`src/design/nf_pkg.sv`:
```
// Shared bus widths, AXI response codes and the register map of the host bridge stand-in
// Also holds the vector typedefs used on the control and data planes
package nf_pkg;

  // AXI4-Lite control plane
  typedef logic [31:0] axil_addr_t;  // Byte address on the control bus
  typedef logic [31:0] axil_data_t;  // One register word
  typedef logic [3:0]  axil_strb_t;  // One strobe bit per data byte
  typedef logic [1:0]  axi_resp_t;   // BRESP and RRESP encoding

  localparam axi_resp_t RESP_OKAY   = 2'd0;
  localparam axi_resp_t RESP_SLVERR = 2'd2;  // Used for bad offsets and read-only writes

  // Stream sideband that travels with every beat
  typedef logic [15:0] pkt_len_t;  // Packet length in bytes
  typedef logic [7:0]  port_t;     // Source or destination port number

  // Packet counters simply wrap at the top
  typedef logic [31:0] cnt_t;

  // Register map as byte offsets of 32-bit words
  localparam axil_addr_t REG_ID       = 32'h0000_0000;  // Read-only design identifier
  localparam axil_addr_t REG_SCRATCH  = 32'h0000_0004;  // Free read/write word
  localparam axil_addr_t REG_CTRL     = 32'h0000_0008;  // Loopback control bits
  localparam axil_addr_t REG_FWD_CNT  = 32'h0000_000C;  // Packets sent to egress
  localparam axil_addr_t REG_DROP_CNT = 32'h0000_0010;  // Packets discarded on error

  // Bit positions inside the control register
  localparam int CTRL_SWAP_BIT = 0;  // Exchange source and destination ports
  localparam int CTRL_DROP_BIT = 1;  // Discard packets that carry the error flag

  // Value returned from REG_ID
  // Reads as "NF10" in ASCII
  localparam axil_data_t DESIGN_ID = 32'h4E46_3130;

endpackage

```
`src/design/beat_fifo.sv`:
```
// Synchronous FIFO of stream beats built on a register array
// Shows the head word before it is popped and flags full and empty
`timescale 1ns/1ns

module beat_fifo #(
  parameter int WIDTH = 64,
  parameter int DEPTH = 8   // Power of two
) (
  input  logic             ACLK,
  input  logic             rst_n,
  input  logic             push,
  input  logic [WIDTH-1:0] push_data,
  input  logic             pop,
  output logic [WIDTH-1:0] pop_data,
  output logic             full,
  output logic             empty
);

  localparam int PTR_W = (DEPTH > 1) ? $clog2(DEPTH) : 1;
  localparam int CNT_W = $clog2(DEPTH + 1);  // Count must reach DEPTH itself

  logic [WIDTH-1:0] mem [DEPTH];  // Beat storage
  logic [PTR_W-1:0] wr_ptr;
  logic [PTR_W-1:0] rd_ptr;
  logic [CNT_W-1:0] count;        // Words held right now

  assign pop_data = mem[rd_ptr];  // Head word is visible without a pop
  assign full     = (count == CNT_W'(DEPTH));
  assign empty    = (count == '0);

  // Beat storage is written at the tail slot
  always_ff @(posedge ACLK) begin
    if (push) mem[wr_ptr] <= push_data;
  end

  // Pointers wrap back to zero at the last slot
  always_ff @(posedge ACLK or negedge rst_n) begin
    if (!rst_n) begin
      wr_ptr <= '0;
      rd_ptr <= '0;
      count  <= '0;
    end else begin
      if (push) wr_ptr <= (wr_ptr == PTR_W'(DEPTH - 1)) ? '0 : wr_ptr + 1'b1;
      if (pop) rd_ptr <= (rd_ptr == PTR_W'(DEPTH - 1)) ? '0 : rd_ptr + 1'b1;
      case ({push, pop})
        2'b10:   count <= count + 1'b1;
        2'b01:   count <= count - 1'b1;
        default: ;  // Both or neither leave the level unchanged
      endcase
    end
  end

  // The user of the FIFO owns flow control on both sides
  a_no_overflow : assert property (@(posedge ACLK) disable iff (!rst_n) push |-> !full);
  a_no_underflow : assert property (@(posedge ACLK) disable iff (!rst_n) pop |-> !empty);

endmodule

```
`src/design/ctrl_regs.sv`:
```
// AXI4-Lite slave for the control plane of the bridge stand-in
// Holds the ID, scratch and control words and reads back the loopback packet counters
`timescale 1ns/1ns

module ctrl_regs
  import nf_pkg::*;
(
  input  logic       ACLK,
  input  logic       rst_n,
  // Write address and data channels
  input  axil_addr_t s_axi_awaddr,
  input  logic [2:0] s_axi_awprot,   // Taken with the address and otherwise ignored
  input  logic       s_axi_awvalid,
  output logic       s_axi_awready,
  input  axil_data_t s_axi_wdata,
  input  axil_strb_t s_axi_wstrb,
  input  logic       s_axi_wvalid,
  output logic       s_axi_wready,
  // Write response channel
  output axi_resp_t  s_axi_bresp,
  output logic       s_axi_bvalid,
  input  logic       s_axi_bready,
  // Read address channel
  input  axil_addr_t s_axi_araddr,
  input  logic [2:0] s_axi_arprot,   // Same treatment as awprot
  input  logic       s_axi_arvalid,
  output logic       s_axi_arready,
  // Read data channel
  output axil_data_t s_axi_rdata,
  output axi_resp_t  s_axi_rresp,
  output logic       s_axi_rvalid,
  input  logic       s_axi_rready,
  // Data plane status and control
  input  cnt_t       fwd_cnt,
  input  cnt_t       drop_cnt,
  output logic       swap_en,
  output logic       drop_en,
  output axil_data_t debug_vec
);

  axil_data_t scratch_q;  // Scratch word with per-byte write strobes
  logic [7:0] ctrl_q;     // Only byte 0 of the control register is implemented
  axil_data_t ctrl_word;  // Control byte widened to a full register word
  logic       wr_acc;     // Address and data taken this cycle
  logic       rd_acc;     // Read address taken this cycle
  axil_data_t rd_data;
  axi_resp_t  rd_resp;

  // Both write channels must be present together and the previous response gone
  assign wr_acc = s_axi_awvalid & s_axi_wvalid & ~s_axi_bvalid;
  assign rd_acc = s_axi_arvalid & ~s_axi_rvalid;  // One read in flight at a time

  assign s_axi_awready = wr_acc;
  assign s_axi_wready  = wr_acc;  // Pulses together with awready
  assign s_axi_arready = rd_acc;

  assign ctrl_word = {{($bits(axil_data_t) - 8){1'b0}}, ctrl_q};

  // Control bits go straight out to the loopback
  assign swap_en = ctrl_q[CTRL_SWAP_BIT];
  assign drop_en = ctrl_q[CTRL_DROP_BIT];

  assign debug_vec = scratch_q ^ ctrl_word;  // Folded into the parity pin at the top level

  // Register updates and the write response handshake
  always_ff @(posedge ACLK or negedge rst_n) begin
    if (!rst_n) begin
      scratch_q    <= '0;
      ctrl_q       <= '0;
      s_axi_bvalid <= 1'b0;
    end else if (wr_acc) begin
      s_axi_bvalid <= 1'b1;  // Response appears the cycle after acceptance
      case (s_axi_awaddr)
        REG_SCRATCH: begin
          for (int i = 0; i < $bits(axil_strb_t); i++) begin
            if (s_axi_wstrb[i]) scratch_q[8*i +: 8] <= s_axi_wdata[8*i +: 8];
          end
        end
        REG_CTRL: if (s_axi_wstrb[0]) ctrl_q <= s_axi_wdata[7:0];  // Upper strobes do nothing
        default: ;  // ID, counters and holes stay untouched
      endcase
    end else if (s_axi_bready) begin
      s_axi_bvalid <= 1'b0;
    end
  end

  // Write response code is decided at acceptance and held until bready
  always_ff @(posedge ACLK) begin
    if (wr_acc) begin
      if (s_axi_awaddr == REG_SCRATCH || s_axi_awaddr == REG_CTRL) s_axi_bresp <= RESP_OKAY;
      else s_axi_bresp <= RESP_SLVERR;
    end
  end

  // Read decode of the register map
  always_comb begin
    rd_resp = RESP_OKAY;
    case (s_axi_araddr)
      REG_ID:       rd_data = DESIGN_ID;
      REG_SCRATCH:  rd_data = scratch_q;
      REG_CTRL:     rd_data = ctrl_word;
      REG_FWD_CNT:  rd_data = fwd_cnt;   // Live counter value at the time of the read
      REG_DROP_CNT: rd_data = drop_cnt;
      default: begin
        rd_data = '0;  // Holes read as zero
        rd_resp = RESP_SLVERR;
      end
    endcase
  end

  // Read response valid flag
  always_ff @(posedge ACLK or negedge rst_n) begin
    if (!rst_n) s_axi_rvalid <= 1'b0;
    else if (rd_acc) s_axi_rvalid <= 1'b1;
    else if (s_axi_rready) s_axi_rvalid <= 1'b0;
  end

  // Read payload is captured once and held while the master stalls
  always_ff @(posedge ACLK) begin
    if (rd_acc) begin
      s_axi_rdata <= rd_data;
      s_axi_rresp <= rd_resp;
    end
  end

  // Responses must not change while the master holds off ready
  a_bresp_stable : assert property (@(posedge ACLK) disable iff (!rst_n)
    s_axi_bvalid && !s_axi_bready |=> s_axi_bvalid && $stable(s_axi_bresp));
  a_rdata_stable : assert property (@(posedge ACLK) disable iff (!rst_n)
    s_axi_rvalid && !s_axi_rready |=> s_axi_rvalid && $stable(s_axi_rdata));

endmodule

```
`src/design/stream_loopback.sv`:
```
// AXI4-Stream packet loopback from ingress to egress with its sideband
// Optional port swap and error drop per packet plus forward and drop counters
`timescale 1ns/1ns

module stream_loopback
  import nf_pkg::*;
#(
  parameter int DATA_W     = 64,  // Multiple of 8
  parameter int FIFO_DEPTH = 8
) (
  input  logic                ACLK,
  input  logic                rst_n,
  // Ingress stream
  input  logic [DATA_W-1:0]   s_axis_tdata,
  input  logic [DATA_W/8-1:0] s_axis_tstrb,
  input  logic                s_axis_tlast,
  input  logic                s_axis_tvalid,
  output logic                s_axis_tready,
  input  pkt_len_t            s_axis_len,
  input  port_t               s_axis_spt,
  input  port_t               s_axis_dpt,
  input  logic                s_axis_err,
  // Egress stream
  output logic [DATA_W-1:0]   m_axis_tdata,
  output logic [DATA_W/8-1:0] m_axis_tstrb,
  output logic                m_axis_tlast,
  output logic                m_axis_tvalid,
  input  logic                m_axis_tready,
  output pkt_len_t            m_axis_len,
  output port_t               m_axis_spt,
  output port_t               m_axis_dpt,
  output logic                m_axis_err,
  // Control and status
  input  logic                swap_en,
  input  logic                drop_en,
  output cnt_t                fwd_cnt,
  output cnt_t                drop_cnt
);

  localparam int STRB_W = DATA_W / 8;
  localparam int SIDE_W = $bits(pkt_len_t) + 2 * $bits(port_t) + 1;  // len, spt, dpt, err
  localparam int BEAT_W = DATA_W + STRB_W + 1 + SIDE_W;

  // Where the ingress stands within a packet
  typedef enum logic [1:0] {
    HEAD,       // Next beat opens a packet
    BODY_FWD,   // Inside a packet going to egress
    BODY_DROP   // Inside a packet being discarded
  } pkt_state_t;

  pkt_state_t        state_q;
  logic              ready_en_q;  // Holds tready low for the first cycle out of reset
  logic              in_acc;      // Ingress beat taken this cycle
  logic              drop_now;    // Current beat belongs to a dropped packet
  logic              push;
  logic              pop;
  logic              full;
  logic              empty;
  port_t             spt_head;    // Ports of the head beat after the optional swap
  port_t             dpt_head;
  logic [SIDE_W-1:0] side_head;   // Sideband as taken from the head beat
  logic [SIDE_W-1:0] side_q;      // Sideband held for the rest of the packet
  logic [SIDE_W-1:0] side_cur;
  logic [BEAT_W-1:0] push_beat;
  logic [BEAT_W-1:0] pop_beat;

  assign s_axis_tready = ready_en_q & ~full;
  assign in_acc        = s_axis_tvalid & s_axis_tready;

  // Swap is decided from the control bit seen with the head beat
  assign spt_head  = swap_en ? s_axis_dpt : s_axis_spt;
  assign dpt_head  = swap_en ? s_axis_spt : s_axis_dpt;
  assign side_head = {s_axis_len, spt_head, dpt_head, s_axis_err};

  // On the head beat the decision is live; after that the state carries it
  assign drop_now = (state_q == HEAD) ? (drop_en & s_axis_err) : (state_q == BODY_DROP);
  assign side_cur = (state_q == HEAD) ? side_head : side_q;

  assign push      = in_acc & ~drop_now;  // Dropped beats are accepted and vanish
  assign push_beat = {s_axis_tdata, s_axis_tstrb, s_axis_tlast, side_cur};

  beat_fifo #(
    .WIDTH (BEAT_W),
    .DEPTH (FIFO_DEPTH)
  ) beat_fifo_inst (
    .ACLK      (ACLK),
    .rst_n     (rst_n),
    .push      (push),
    .push_data (push_beat),
    .pop       (pop),
    .pop_data  (pop_beat),
    .full      (full),
    .empty     (empty)
  );

  // Egress shows the FIFO head and pops on each handshake
  assign m_axis_tvalid = ~empty;
  assign pop           = m_axis_tvalid & m_axis_tready;
  assign {m_axis_tdata, m_axis_tstrb, m_axis_tlast,
          m_axis_len, m_axis_spt, m_axis_dpt, m_axis_err} = pop_beat;

  // Packet boundary tracking and the two counters
  always_ff @(posedge ACLK or negedge rst_n) begin
    if (!rst_n) begin
      state_q    <= HEAD;
      ready_en_q <= 1'b0;
      fwd_cnt    <= '0;
      drop_cnt   <= '0;
    end else begin
      ready_en_q <= 1'b1;
      if (in_acc) begin
        if (s_axis_tlast) begin
          state_q <= HEAD;  // Single-beat packets never leave HEAD
          if (drop_now) drop_cnt <= drop_cnt + 1'b1;
          else fwd_cnt <= fwd_cnt + 1'b1;  // Counted as the last beat enters the FIFO
        end else if (state_q == HEAD) begin
          state_q <= drop_now ? BODY_DROP : BODY_FWD;
        end
      end
    end
  end

  // Head sideband is kept for the body beats
  always_ff @(posedge ACLK) begin
    if (in_acc && state_q == HEAD) side_q <= side_head;
  end

  // Egress payload must hold while the sink applies back-pressure
  a_egress_stable : assert property (@(posedge ACLK) disable iff (!rst_n)
    m_axis_tvalid && !m_axis_tready |=> m_axis_tvalid && $stable(pop_beat));

endmodule

```
`src/design/nf_top.sv`:
```
// Stand-in FPGA top level with the control plane and data plane of the bridge
// Registers the XOR of the debug vector onto a single parity pin
`timescale 1ns/1ns

module nf_top
  import nf_pkg::*;
#(
  parameter int DATA_W     = 64,
  parameter int FIFO_DEPTH = 8
) (
  input  logic                ACLK,
  input  logic                rst_n,
  // AXI4-Lite control bus from the bridge
  input  axil_addr_t          s_axi_awaddr,
  input  logic [2:0]          s_axi_awprot,
  input  logic                s_axi_awvalid,
  output logic                s_axi_awready,
  input  axil_data_t          s_axi_wdata,
  input  axil_strb_t          s_axi_wstrb,
  input  logic                s_axi_wvalid,
  output logic                s_axi_wready,
  output axi_resp_t           s_axi_bresp,
  output logic                s_axi_bvalid,
  input  logic                s_axi_bready,
  input  axil_addr_t          s_axi_araddr,
  input  logic [2:0]          s_axi_arprot,
  input  logic                s_axi_arvalid,
  output logic                s_axi_arready,
  output axil_data_t          s_axi_rdata,
  output axi_resp_t           s_axi_rresp,
  output logic                s_axi_rvalid,
  input  logic                s_axi_rready,
  // Ingress stream from the bridge
  input  logic [DATA_W-1:0]   s_axis_tdata,
  input  logic [DATA_W/8-1:0] s_axis_tstrb,
  input  logic                s_axis_tlast,
  input  logic                s_axis_tvalid,
  output logic                s_axis_tready,
  input  pkt_len_t            s_axis_len,
  input  port_t               s_axis_spt,
  input  port_t               s_axis_dpt,
  input  logic                s_axis_err,
  // Egress stream back to the bridge
  output logic [DATA_W-1:0]   m_axis_tdata,
  output logic [DATA_W/8-1:0] m_axis_tstrb,
  output logic                m_axis_tlast,
  output logic                m_axis_tvalid,
  input  logic                m_axis_tready,
  output pkt_len_t            m_axis_len,
  output port_t               m_axis_spt,
  output port_t               m_axis_dpt,
  output logic                m_axis_err,
  output logic                debug_parity  // Keeps the debug logic from being trimmed
);

  logic       swap_en;
  logic       drop_en;
  cnt_t       fwd_cnt;
  cnt_t       drop_cnt;
  axil_data_t debug_vec;

  // Control plane register file
  ctrl_regs ctrl_regs_inst (
    .ACLK          (ACLK),
    .rst_n         (rst_n),
    .s_axi_awaddr  (s_axi_awaddr),
    .s_axi_awprot  (s_axi_awprot),
    .s_axi_awvalid (s_axi_awvalid),
    .s_axi_awready (s_axi_awready),
    .s_axi_wdata   (s_axi_wdata),
    .s_axi_wstrb   (s_axi_wstrb),
    .s_axi_wvalid  (s_axi_wvalid),
    .s_axi_wready  (s_axi_wready),
    .s_axi_bresp   (s_axi_bresp),
    .s_axi_bvalid  (s_axi_bvalid),
    .s_axi_bready  (s_axi_bready),
    .s_axi_araddr  (s_axi_araddr),
    .s_axi_arprot  (s_axi_arprot),
    .s_axi_arvalid (s_axi_arvalid),
    .s_axi_arready (s_axi_arready),
    .s_axi_rdata   (s_axi_rdata),
    .s_axi_rresp   (s_axi_rresp),
    .s_axi_rvalid  (s_axi_rvalid),
    .s_axi_rready  (s_axi_rready),
    .fwd_cnt       (fwd_cnt),
    .drop_cnt      (drop_cnt),
    .swap_en       (swap_en),
    .drop_en       (drop_en),
    .debug_vec     (debug_vec)
  );

  // Data plane loopback from ingress to egress
  stream_loopback #(
    .DATA_W     (DATA_W),
    .FIFO_DEPTH (FIFO_DEPTH)
  ) stream_loopback_inst (
    .ACLK          (ACLK),
    .rst_n         (rst_n),
    .s_axis_tdata  (s_axis_tdata),
    .s_axis_tstrb  (s_axis_tstrb),
    .s_axis_tlast  (s_axis_tlast),
    .s_axis_tvalid (s_axis_tvalid),
    .s_axis_tready (s_axis_tready),
    .s_axis_len    (s_axis_len),
    .s_axis_spt    (s_axis_spt),
    .s_axis_dpt    (s_axis_dpt),
    .s_axis_err    (s_axis_err),
    .m_axis_tdata  (m_axis_tdata),
    .m_axis_tstrb  (m_axis_tstrb),
    .m_axis_tlast  (m_axis_tlast),
    .m_axis_tvalid (m_axis_tvalid),
    .m_axis_tready (m_axis_tready),
    .m_axis_len    (m_axis_len),
    .m_axis_spt    (m_axis_spt),
    .m_axis_dpt    (m_axis_dpt),
    .m_axis_err    (m_axis_err),
    .swap_en       (swap_en),
    .drop_en       (drop_en),
    .fwd_cnt       (fwd_cnt),
    .drop_cnt      (drop_cnt)
  );

  // One flop of XOR reduction over the debug bits
  always_ff @(posedge ACLK or negedge rst_n) begin
    if (!rst_n) debug_parity <= 1'b0;
    else debug_parity <= ^debug_vec;  // Lags the register contents by one cycle
  end

endmodule

```
`config.mk`:
```
export PLATFORM = sky130hd
export DESIGN_NAME = nf_top
export DESIGN_NICKNAME = d
export VERILOG_FILES = /design/src/design/nf_pkg.sv /design/src/design/beat_fifo.sv /design/src/design/ctrl_regs.sv /design/src/design/stream_loopback.sv /design/src/design/nf_top.sv
export SDC_FILE = /design/constraint.sdc
export NUM_CORES = 1
export LEC_CHECK = 0
export ABC_CLOCK_PERIOD_IN_PS = 13100
export BUFFER_PORTS_ARGS = -buffer_cell sky130_fd_sc_hd__buf_2
export CAP_MARGIN = 20
export CORE_AREA = 2 2 324 326
export DETAILED_ROUTE_END_ITERATION = 12
export DIE_AREA = 0 0 326 328
export PLACE_DENSITY = 0.61
export SLEW_MARGIN = 20
export SYNTH_ARGS = -nofsm -noshare
export SYNTH_HDL_FRONTEND = slang
export SYNTH_SLANG_ARGS = --single-unit
export TNS_END_PERCENT = 5
```
`constraint.sdc`:
```
create_clock -name ACLK -period 13.1 [get_ports ACLK]
set_input_delay 1.31 -clock ACLK [delete_from_list [all_inputs] [get_ports ACLK]]
set_output_delay 1.31 -clock ACLK [all_outputs]
set_load 0.01 [all_outputs]
```
==> results of run 1 <==
-- flip-flops by register name (all words and copies together) (netlist names), 2 cells and up --
signal                                      cells
stream_loopback_inst.beat_fifo_inst.rd_ptr      3
stream_loopback_inst.side_q                    33
stream_loopback_inst.beat_fifo_inst.count       4
ctrl_regs_inst.scratch_q                       32
stream_loopback_inst.beat_fifo_inst.wr_ptr      3
ctrl_regs_inst.s_axi_rdata                     32
stream_loopback_inst.state_q                    2
ctrl_regs_inst.ctrl_q                           8
stream_loopback_inst.drop_cnt                  32
stream_loopback_inst.fwd_cnt                   32
stream_loopback_inst.beat_fifo_inst.mem       848
-- worst register-to-register path, cell delays in order, from the launching register on --
cell,delay [ns]
dfrtp_1,0.43
or4b_4,0.61
nand2_1,0.12
nor2_1,0.08
inv_1,0.33
ha_1,0.30
ha_1,0.25
a21o_1,0.17
a21oi_1,0.17
xnor2_1,0.13
nor2_1,0.07
xor2_1,0.14
-- power by group through the flow --
stage | registers [uW] | clock network, uW | logic [uW]
4_1_cts | 4020 | 3070 | 2390
3_5_place_dp | 4090 | 0 | 2380
6_report | 4010 | 2980 | 2310
5_1_grt | 4040 | 3200 | 2500
3_3_place_gp | 4070 | 0 | 2350
2_1_floorplan | 4040 | 0 | 1610
-- worst paths after layout --
check | start | end | slack [ns] | cells after the start
setup / recovery | stream_loopback_inst.beat_fifo_inst.rd_ptr[0] | m_axis_tdata[45] | 7.63 | 5
hold / removal | stream_loopback_inst.beat_fifo_inst.count[3] | stream_loopback_inst.beat_fifo_inst.count[3] | 0.49 | 1
setup reg to reg | stream_loopback_inst.beat_fifo_inst.count[0] | stream_loopback_inst.beat_fifo_inst.count[3] | 10.19 | 11
hold reg to reg | stream_loopback_inst.beat_fifo_inst.count[3] | stream_loopback_inst.beat_fifo_inst.count[3] | 0.49 | 1
max in group asynchronous | rst_n | stream_loopback_inst.beat_fifo_inst.rd_ptr[2] | 11.02 | 2
min in group asynchronous | rst_n | ctrl_regs_inst.scratch_q[28] | 0.69 | 1
-- area by class of cell --
class	count	area share (%)
diodes	9	0.0469
clock buffers	132	5.77
clock inverters	63	1.42
inverters	17	0.133
multi-input cells	842	21.2
flip-flops and latches	1035	63.4
well taps	1380	3.59
repair buffers	384	4.36
-- stage by stage --
stage | hold WS (ns) | worst slack (ns)
after global routing | 0.500 | 7.23
after detailed placement | 0.473 | 8.13
after CTS | 0.489 | 7.37
after global placement | 0.457 | 8.17
after floorplan | 0.441 | -0.624
final | 0.488 | 7.63
-- routing by layer --
layer	part of all wire, %	track usage [%]	wire [um]	vias up
met2	50	29.5	46300	553
met5	0.047	0	43	-
li1	-	-	-	8876
met3	5.3	3.13	4840	137
met4	2.4	5.43	2220	8
met1	42	22.6	38700	10700
-- cells in the final DEF (no fill, tap or decap), drive strengths merged, types with 21 or more instances in the layout --
cell type	n
xor2	28
dfrtp	120
mux4	212
xnor2	75
nand2	48
clkbuf	132
mux2	205
clkinv	45
buf	384
inv	22
nand4	26
edfxtp	915
nor2	42
nand3	21
-- logic make-up after synthesis --
| family | share of synthesized area (%) |
|---|---|
| fa+ha+maj | 0.323 |
| simple gates | 3.11 |
| mux | 17.7 |
| buf+inv | 1.16 |
| xor+xnor | 2.25 |
| compound gates | 1.27 |
| other cells | 0.0183 |
| flops | 74.2 |
==> metrics.txt, run 1 <==
RSZ-0062 raised after global routing no; Max-Cap Viols 0; DIE WIDTH ~330 um; PortBufs 362; worst skew pair latency 0.70 ns; sequential share of the synthesized area 74.2%; hold crit path type reg -> reg; die area 0.107 mm2; Critical Path Fanout Max 40; Synth area leader edfxtp_1; Starting Density 39.8%; post-CTS setup buffer count 0; Critical Path AT 4.16 ns; Die Span Y 328 um; CTS Hold Bufs 0; GP Congestion 0.833; Detailed Routing Iterations Pass 1 5; GRT Residual Overflow 0; Hold Violations, Final 0; Root Buffer clkbuf_16; DRT antenna net count 0; Final min period ~5.5 ns; Startpoint Class flop; initial antenna violation count 12; Fmax about 180 MHz; Via density about 5.2; Final period util 41.8%; syn_area_per_cell 20.7 um2; Synthesis Warnings 0; crit path capture type primary output; DP Wirelength 50,000 um; Critical Path Most Common Cell buf_4; commonest cells in the netlist edfxtp_1 (915), mux4_2 (212), mux2_2 (205); CTS resizes 0; Ports 371; DP Area between 0.04 and 0.05 mm2; maximum clock insertion buffer count 3; P_sw 2600 uW; Slew @ Worst Pin 1.06 ns; crit path buf inv count 3; Power Density 194 mW/mm2; # rows 118; Power, Total 9300 uW; first-pass GRT wire length 138,000 um; Net Sw Frac 28.0%; fin area 0.0481 mm2; Routed wire per std cell 23.8 um; Synth Instances roughly 2.0k; most area-consuming cells after synthesis edfxtp_1 (67%), mux4_2 (12%), dfrtp_1 (7.3%); synthesis-to-layout area growth 17.0%; critical-path cell list buf_4 > buf_4 > mux4_2 > mux2_2 > buf_2; WL final just over 90,000 um; register area 0.0305 mm2; vias in the first global route 21.9k; area of the multi-input gates around 0.010 mm2; status finished clean; CTS Sinks just over 1k; final core utilization 46.6%; H-tree depth 3; via count 20.2k; top-area cell type share of the netlist area 66.9%; max-slew violations 0; fin cells 3,862; setup violators final 0; Cells after DPL 3,658; Flop pwr share 43.1%; Synth async-reset ratio 11.6%; Final TNS setup 0 ns; family with the most delay on the worst path buffers and inverters; Filler cells 8,615; P_leak 0.0165 uW; DRC viols 0; slew margin rel. 29.0%; critical path type reg -> out; CTS tree yes; worst vdd rail ir drop 0.000134 V; Top FF cell, synth edfxtp_1; most frequent cell after synthesis edfxtp_1; clk slew on worst S/H paths 0.06 ns; Worst path slowest cell dfrtp_4; CORE AREA 0.103 mm2; pin count of the biggest net entering global routing 109; Distinct cells, synth 53; Num CTS Buffers ~110; Int Power 6700 uW; Post-synth EDFFs 915; nets about 2.6k; Worst Skew 0.0281 ns; Clock Power Share 32.0%; Comb pwr share 24.9%; DR iter-0 viols around 1.2k; Crit path largest cell delay approximately 0.87 ns; cell area after synthesis 0.0411 mm2; Req. time, crit path 11.79 ns; Seq cells post-synth 1,035; share of cells above drive strength 1 approximately two fifths; gr usage total between 10% and 20%
Note: power is estimated with default switching activity, not from simulation.
==> inputs of run 2 (changes only) <==
ABC_CLOCK_PERIOD_IN_PS = 5500   (was 13100)
PLACE_DENSITY = 0.59   (was 0.61)
clock period = 5.5 ns   (was 13.1 ns; I/O delays follow)
==> run 2 against run 1 <==
  * Critical path depth decreased by 1
  * Clock power increased by 140%
  * Die area is the same
  * Flip-flop and latch count is the same
  * Core utilization rose by 0.47 points
  * Combinational power up 140%
  * Global-route usage up 0.095 points
  * Final area rose by 1.0%
  * Largest cell class unchanged
  * Critical path type unchanged
  * Power rose by 140%
  * Final cell count grew 0.83%
==> metrics.txt, run 2 (same netlist as run 1, synthesis figures left out) <==
status finished clean; Slew @ Worst Pin 1.07 ns (+0.00249 ns); CTS Sinks 1,035 (unchanged); RSZ-0062 raised after global routing no; H-tree depth 3 (unchanged); Top reg by flops stream_loopback_inst.beat_fifo_inst.mem; CORE AREA 0.103 mm2 (unchanged); Final WS setup 1.72 ns (-5.91 ns); CTS tree yes; Critical Path Fanout Max 49 (+23%); initial antenna violation count 13 (+1); max FFs per register 848 (unchanged); nets 2,652 (+1.3%); pin count of the biggest net entering global routing 95 (-13%); gr usage total 17.4% (+0.095 points); commonest non-fill, non-tap cell in the layout edfxtp_1; Final period util ~70%; GRT Residual Overflow 0 (unchanged); synthesis-to-layout area growth 18.1%; area of the multi-input gates 0.0102 mm2 (+0.42%); Final min period between 3 and 4 ns; worst skew pair latency 0.70 ns (about the same); first-pass GRT wire length 139,000 um (+0.56%); DP Area 0.0448 mm2 (+0.59%); Via density 5.20 (-0.77%); GP Congestion 0.795 (-4.6%); Req. time, crit path 4.95 ns (-6.84 ns); DRC viols 0 (unchanged); DIE WIDTH 326 um (unchanged); Detailed Routing Iterations Pass 1 5 (unchanged); most frequent cells in the layout edfxtp_1 (915), buf_2 (361), mux4_2 (212); Power Density 461 mW/mm2 (+140%); crit path capture type primary output; CTS resizes 0 (unchanged); maximum clock insertion buffer count 3 (unchanged); Startpoint Class flop; post-CTS setup buffer count 0 (unchanged); vias in the first global route 21.8k (-0.52%); final core utilization 47.0% (+0.47 points); worst vdd rail ir drop 0.000269 V (+100%); Filler cells 8,639 (+0.28%); DP Wirelength 55,200 um (+10%); Net Sw Frac 27.8% (-0.14 points); clk slew on worst S/H paths 0.06 ns (about the same); P_leak 0.0168 uW (+1.5%); pre-CTS setup slack 2.06 ns (-6.07 ns); WL final 92,700 um (+0.67%); Worst Skew 0.0593 ns (+0.0312 ns); Ports 371 (unchanged); max-slew violations 0 (unchanged); via count 20.3k (+0.054%); Hold Violations, Final 0 (unchanged); hold crit path type in -> reg; Fmax 264 MHz; Comb pwr share 25.0% (about the same); critical path type reg -> out; Largest regs stream_loopback_inst.beat_fifo_inst.mem x848, stream_loopback_inst.side_q x33; Die Span Y 328 um (unchanged); Starting Density 39.8% (unchanged); Max-Cap Viols 0 (unchanged); register area 0.0305 mm2 (unchanged); Num CTS Buffers 105 (-0.94%); Root Buffer clkbuf_16; die area 0.107 mm2 (unchanged); DRT antenna net count 0 (unchanged); Clock Power Share 32.3% (+0.3 points); Routed wire per std cell 23.8 um (-0.16%); Flop pwr share 42.7% (-0.4 points); setup violators final 0 (unchanged); Int Power 16,200 uW (+140%); slew margin rel. 28.3% (-0.70 points); PortBufs 362 (unchanged); # rows 118 (unchanged); Critical Path AT 3.23 ns (-0.93 ns); Final TNS setup 0 ns (unchanged); P_sw 6230 uW (+140%); fin area 0.0485 mm2 (+1.0%); share of cells above drive strength 1 40.5% (+0.51 points); DR iter-0 viols 1,387 (+13%)
run 2: metrics by stage:
stage          hold WS, ns  instances  total power, uW
6_report            0.0632       3894            22400
2_1_floorplan        0.254       1983            13400
3_5_place_dp         0.463       3681            15500
3_3_place_gp         0.458       3678            15400
4_1_cts            0.00161       3886            22800
5_1_grt             0.0224       3890            23400
run 2: worst max-delay path: stages (launching register included):
cell and delay, ns:
dfrtp_4 0.93, buf_4 0.73, mux4_2 0.42, mux2_2 0.30, buf_2 0.15
run 2: metal layers:
layer	vias to the layer above	wire [um]	track usage [%]
met2	538	46400	29.2
met5	-	56	0
met4	8	1860	5.23
met1	10700	39500	23.1
li1	8937	-	-
met3	120	4850	3.46
run 2: area by class of cell:
| cell class | instances | share of cell area, % |
|---|---|---|
| Timing Repair Buffer | 420 | 5.04 |
| Inverter | 17 | 0.131 |
| Sequential cell | 1035 | 62.8 |
| Clock inverter | 66 | 1.68 |
| Multi-Input combinational cell | 842 | 21.1 |
| Clock buffer | 126 | 5.62 |
| Tap cell | 1380 | 3.56 |
| Antenna cell | 8 | 0.0412 |
run 2: what timing repair did:
action                                  4_1_cts  5_1_grt
hold buffers                                 13        0
hold endpoints to repair                     61        0
endpoints found under the setup margin        0        0
run 2: final timing paths:
check | from | endpoint | slack (ns) | cells past startpoint
setup / recovery | stream_loopback_inst.beat_fifo_inst.rd_ptr[1] | m_axis_tdata[52] | 1.72 | 4
hold / removal | s_axis_len[11] | stream_loopback_inst.side_q[28] | 0.06 | 1
setup reg to reg | ctrl_regs_inst.ctrl_q[1] | stream_loopback_inst.beat_fifo_inst.mem[0][54] | 2.36 | 6
hold reg to reg | stream_loopback_inst.fwd_cnt[31] | stream_loopback_inst.fwd_cnt[31] | 0.47 | 1
max in group asynchronous | rst_n | ctrl_regs_inst.ctrl_q[6] | 3.70 | 3
min in group asynchronous | rst_n | ctrl_regs_inst.scratch_q[17] | 0.50 | 2
run 2: power groups by stage:
stage / clock network, uW / logic [uW] / registers [uW]
2_1_floorplan: 0 / 3850 / 9570
3_3_place_gp: 0 / 5680 / 9710
3_5_place_dp: 0 / 5740 / 9750
4_1_cts: 7440 / 5770 / 9590
5_1_grt: 7750 / 6050 / 9630
6_report: 7240 / 5590 / 9570
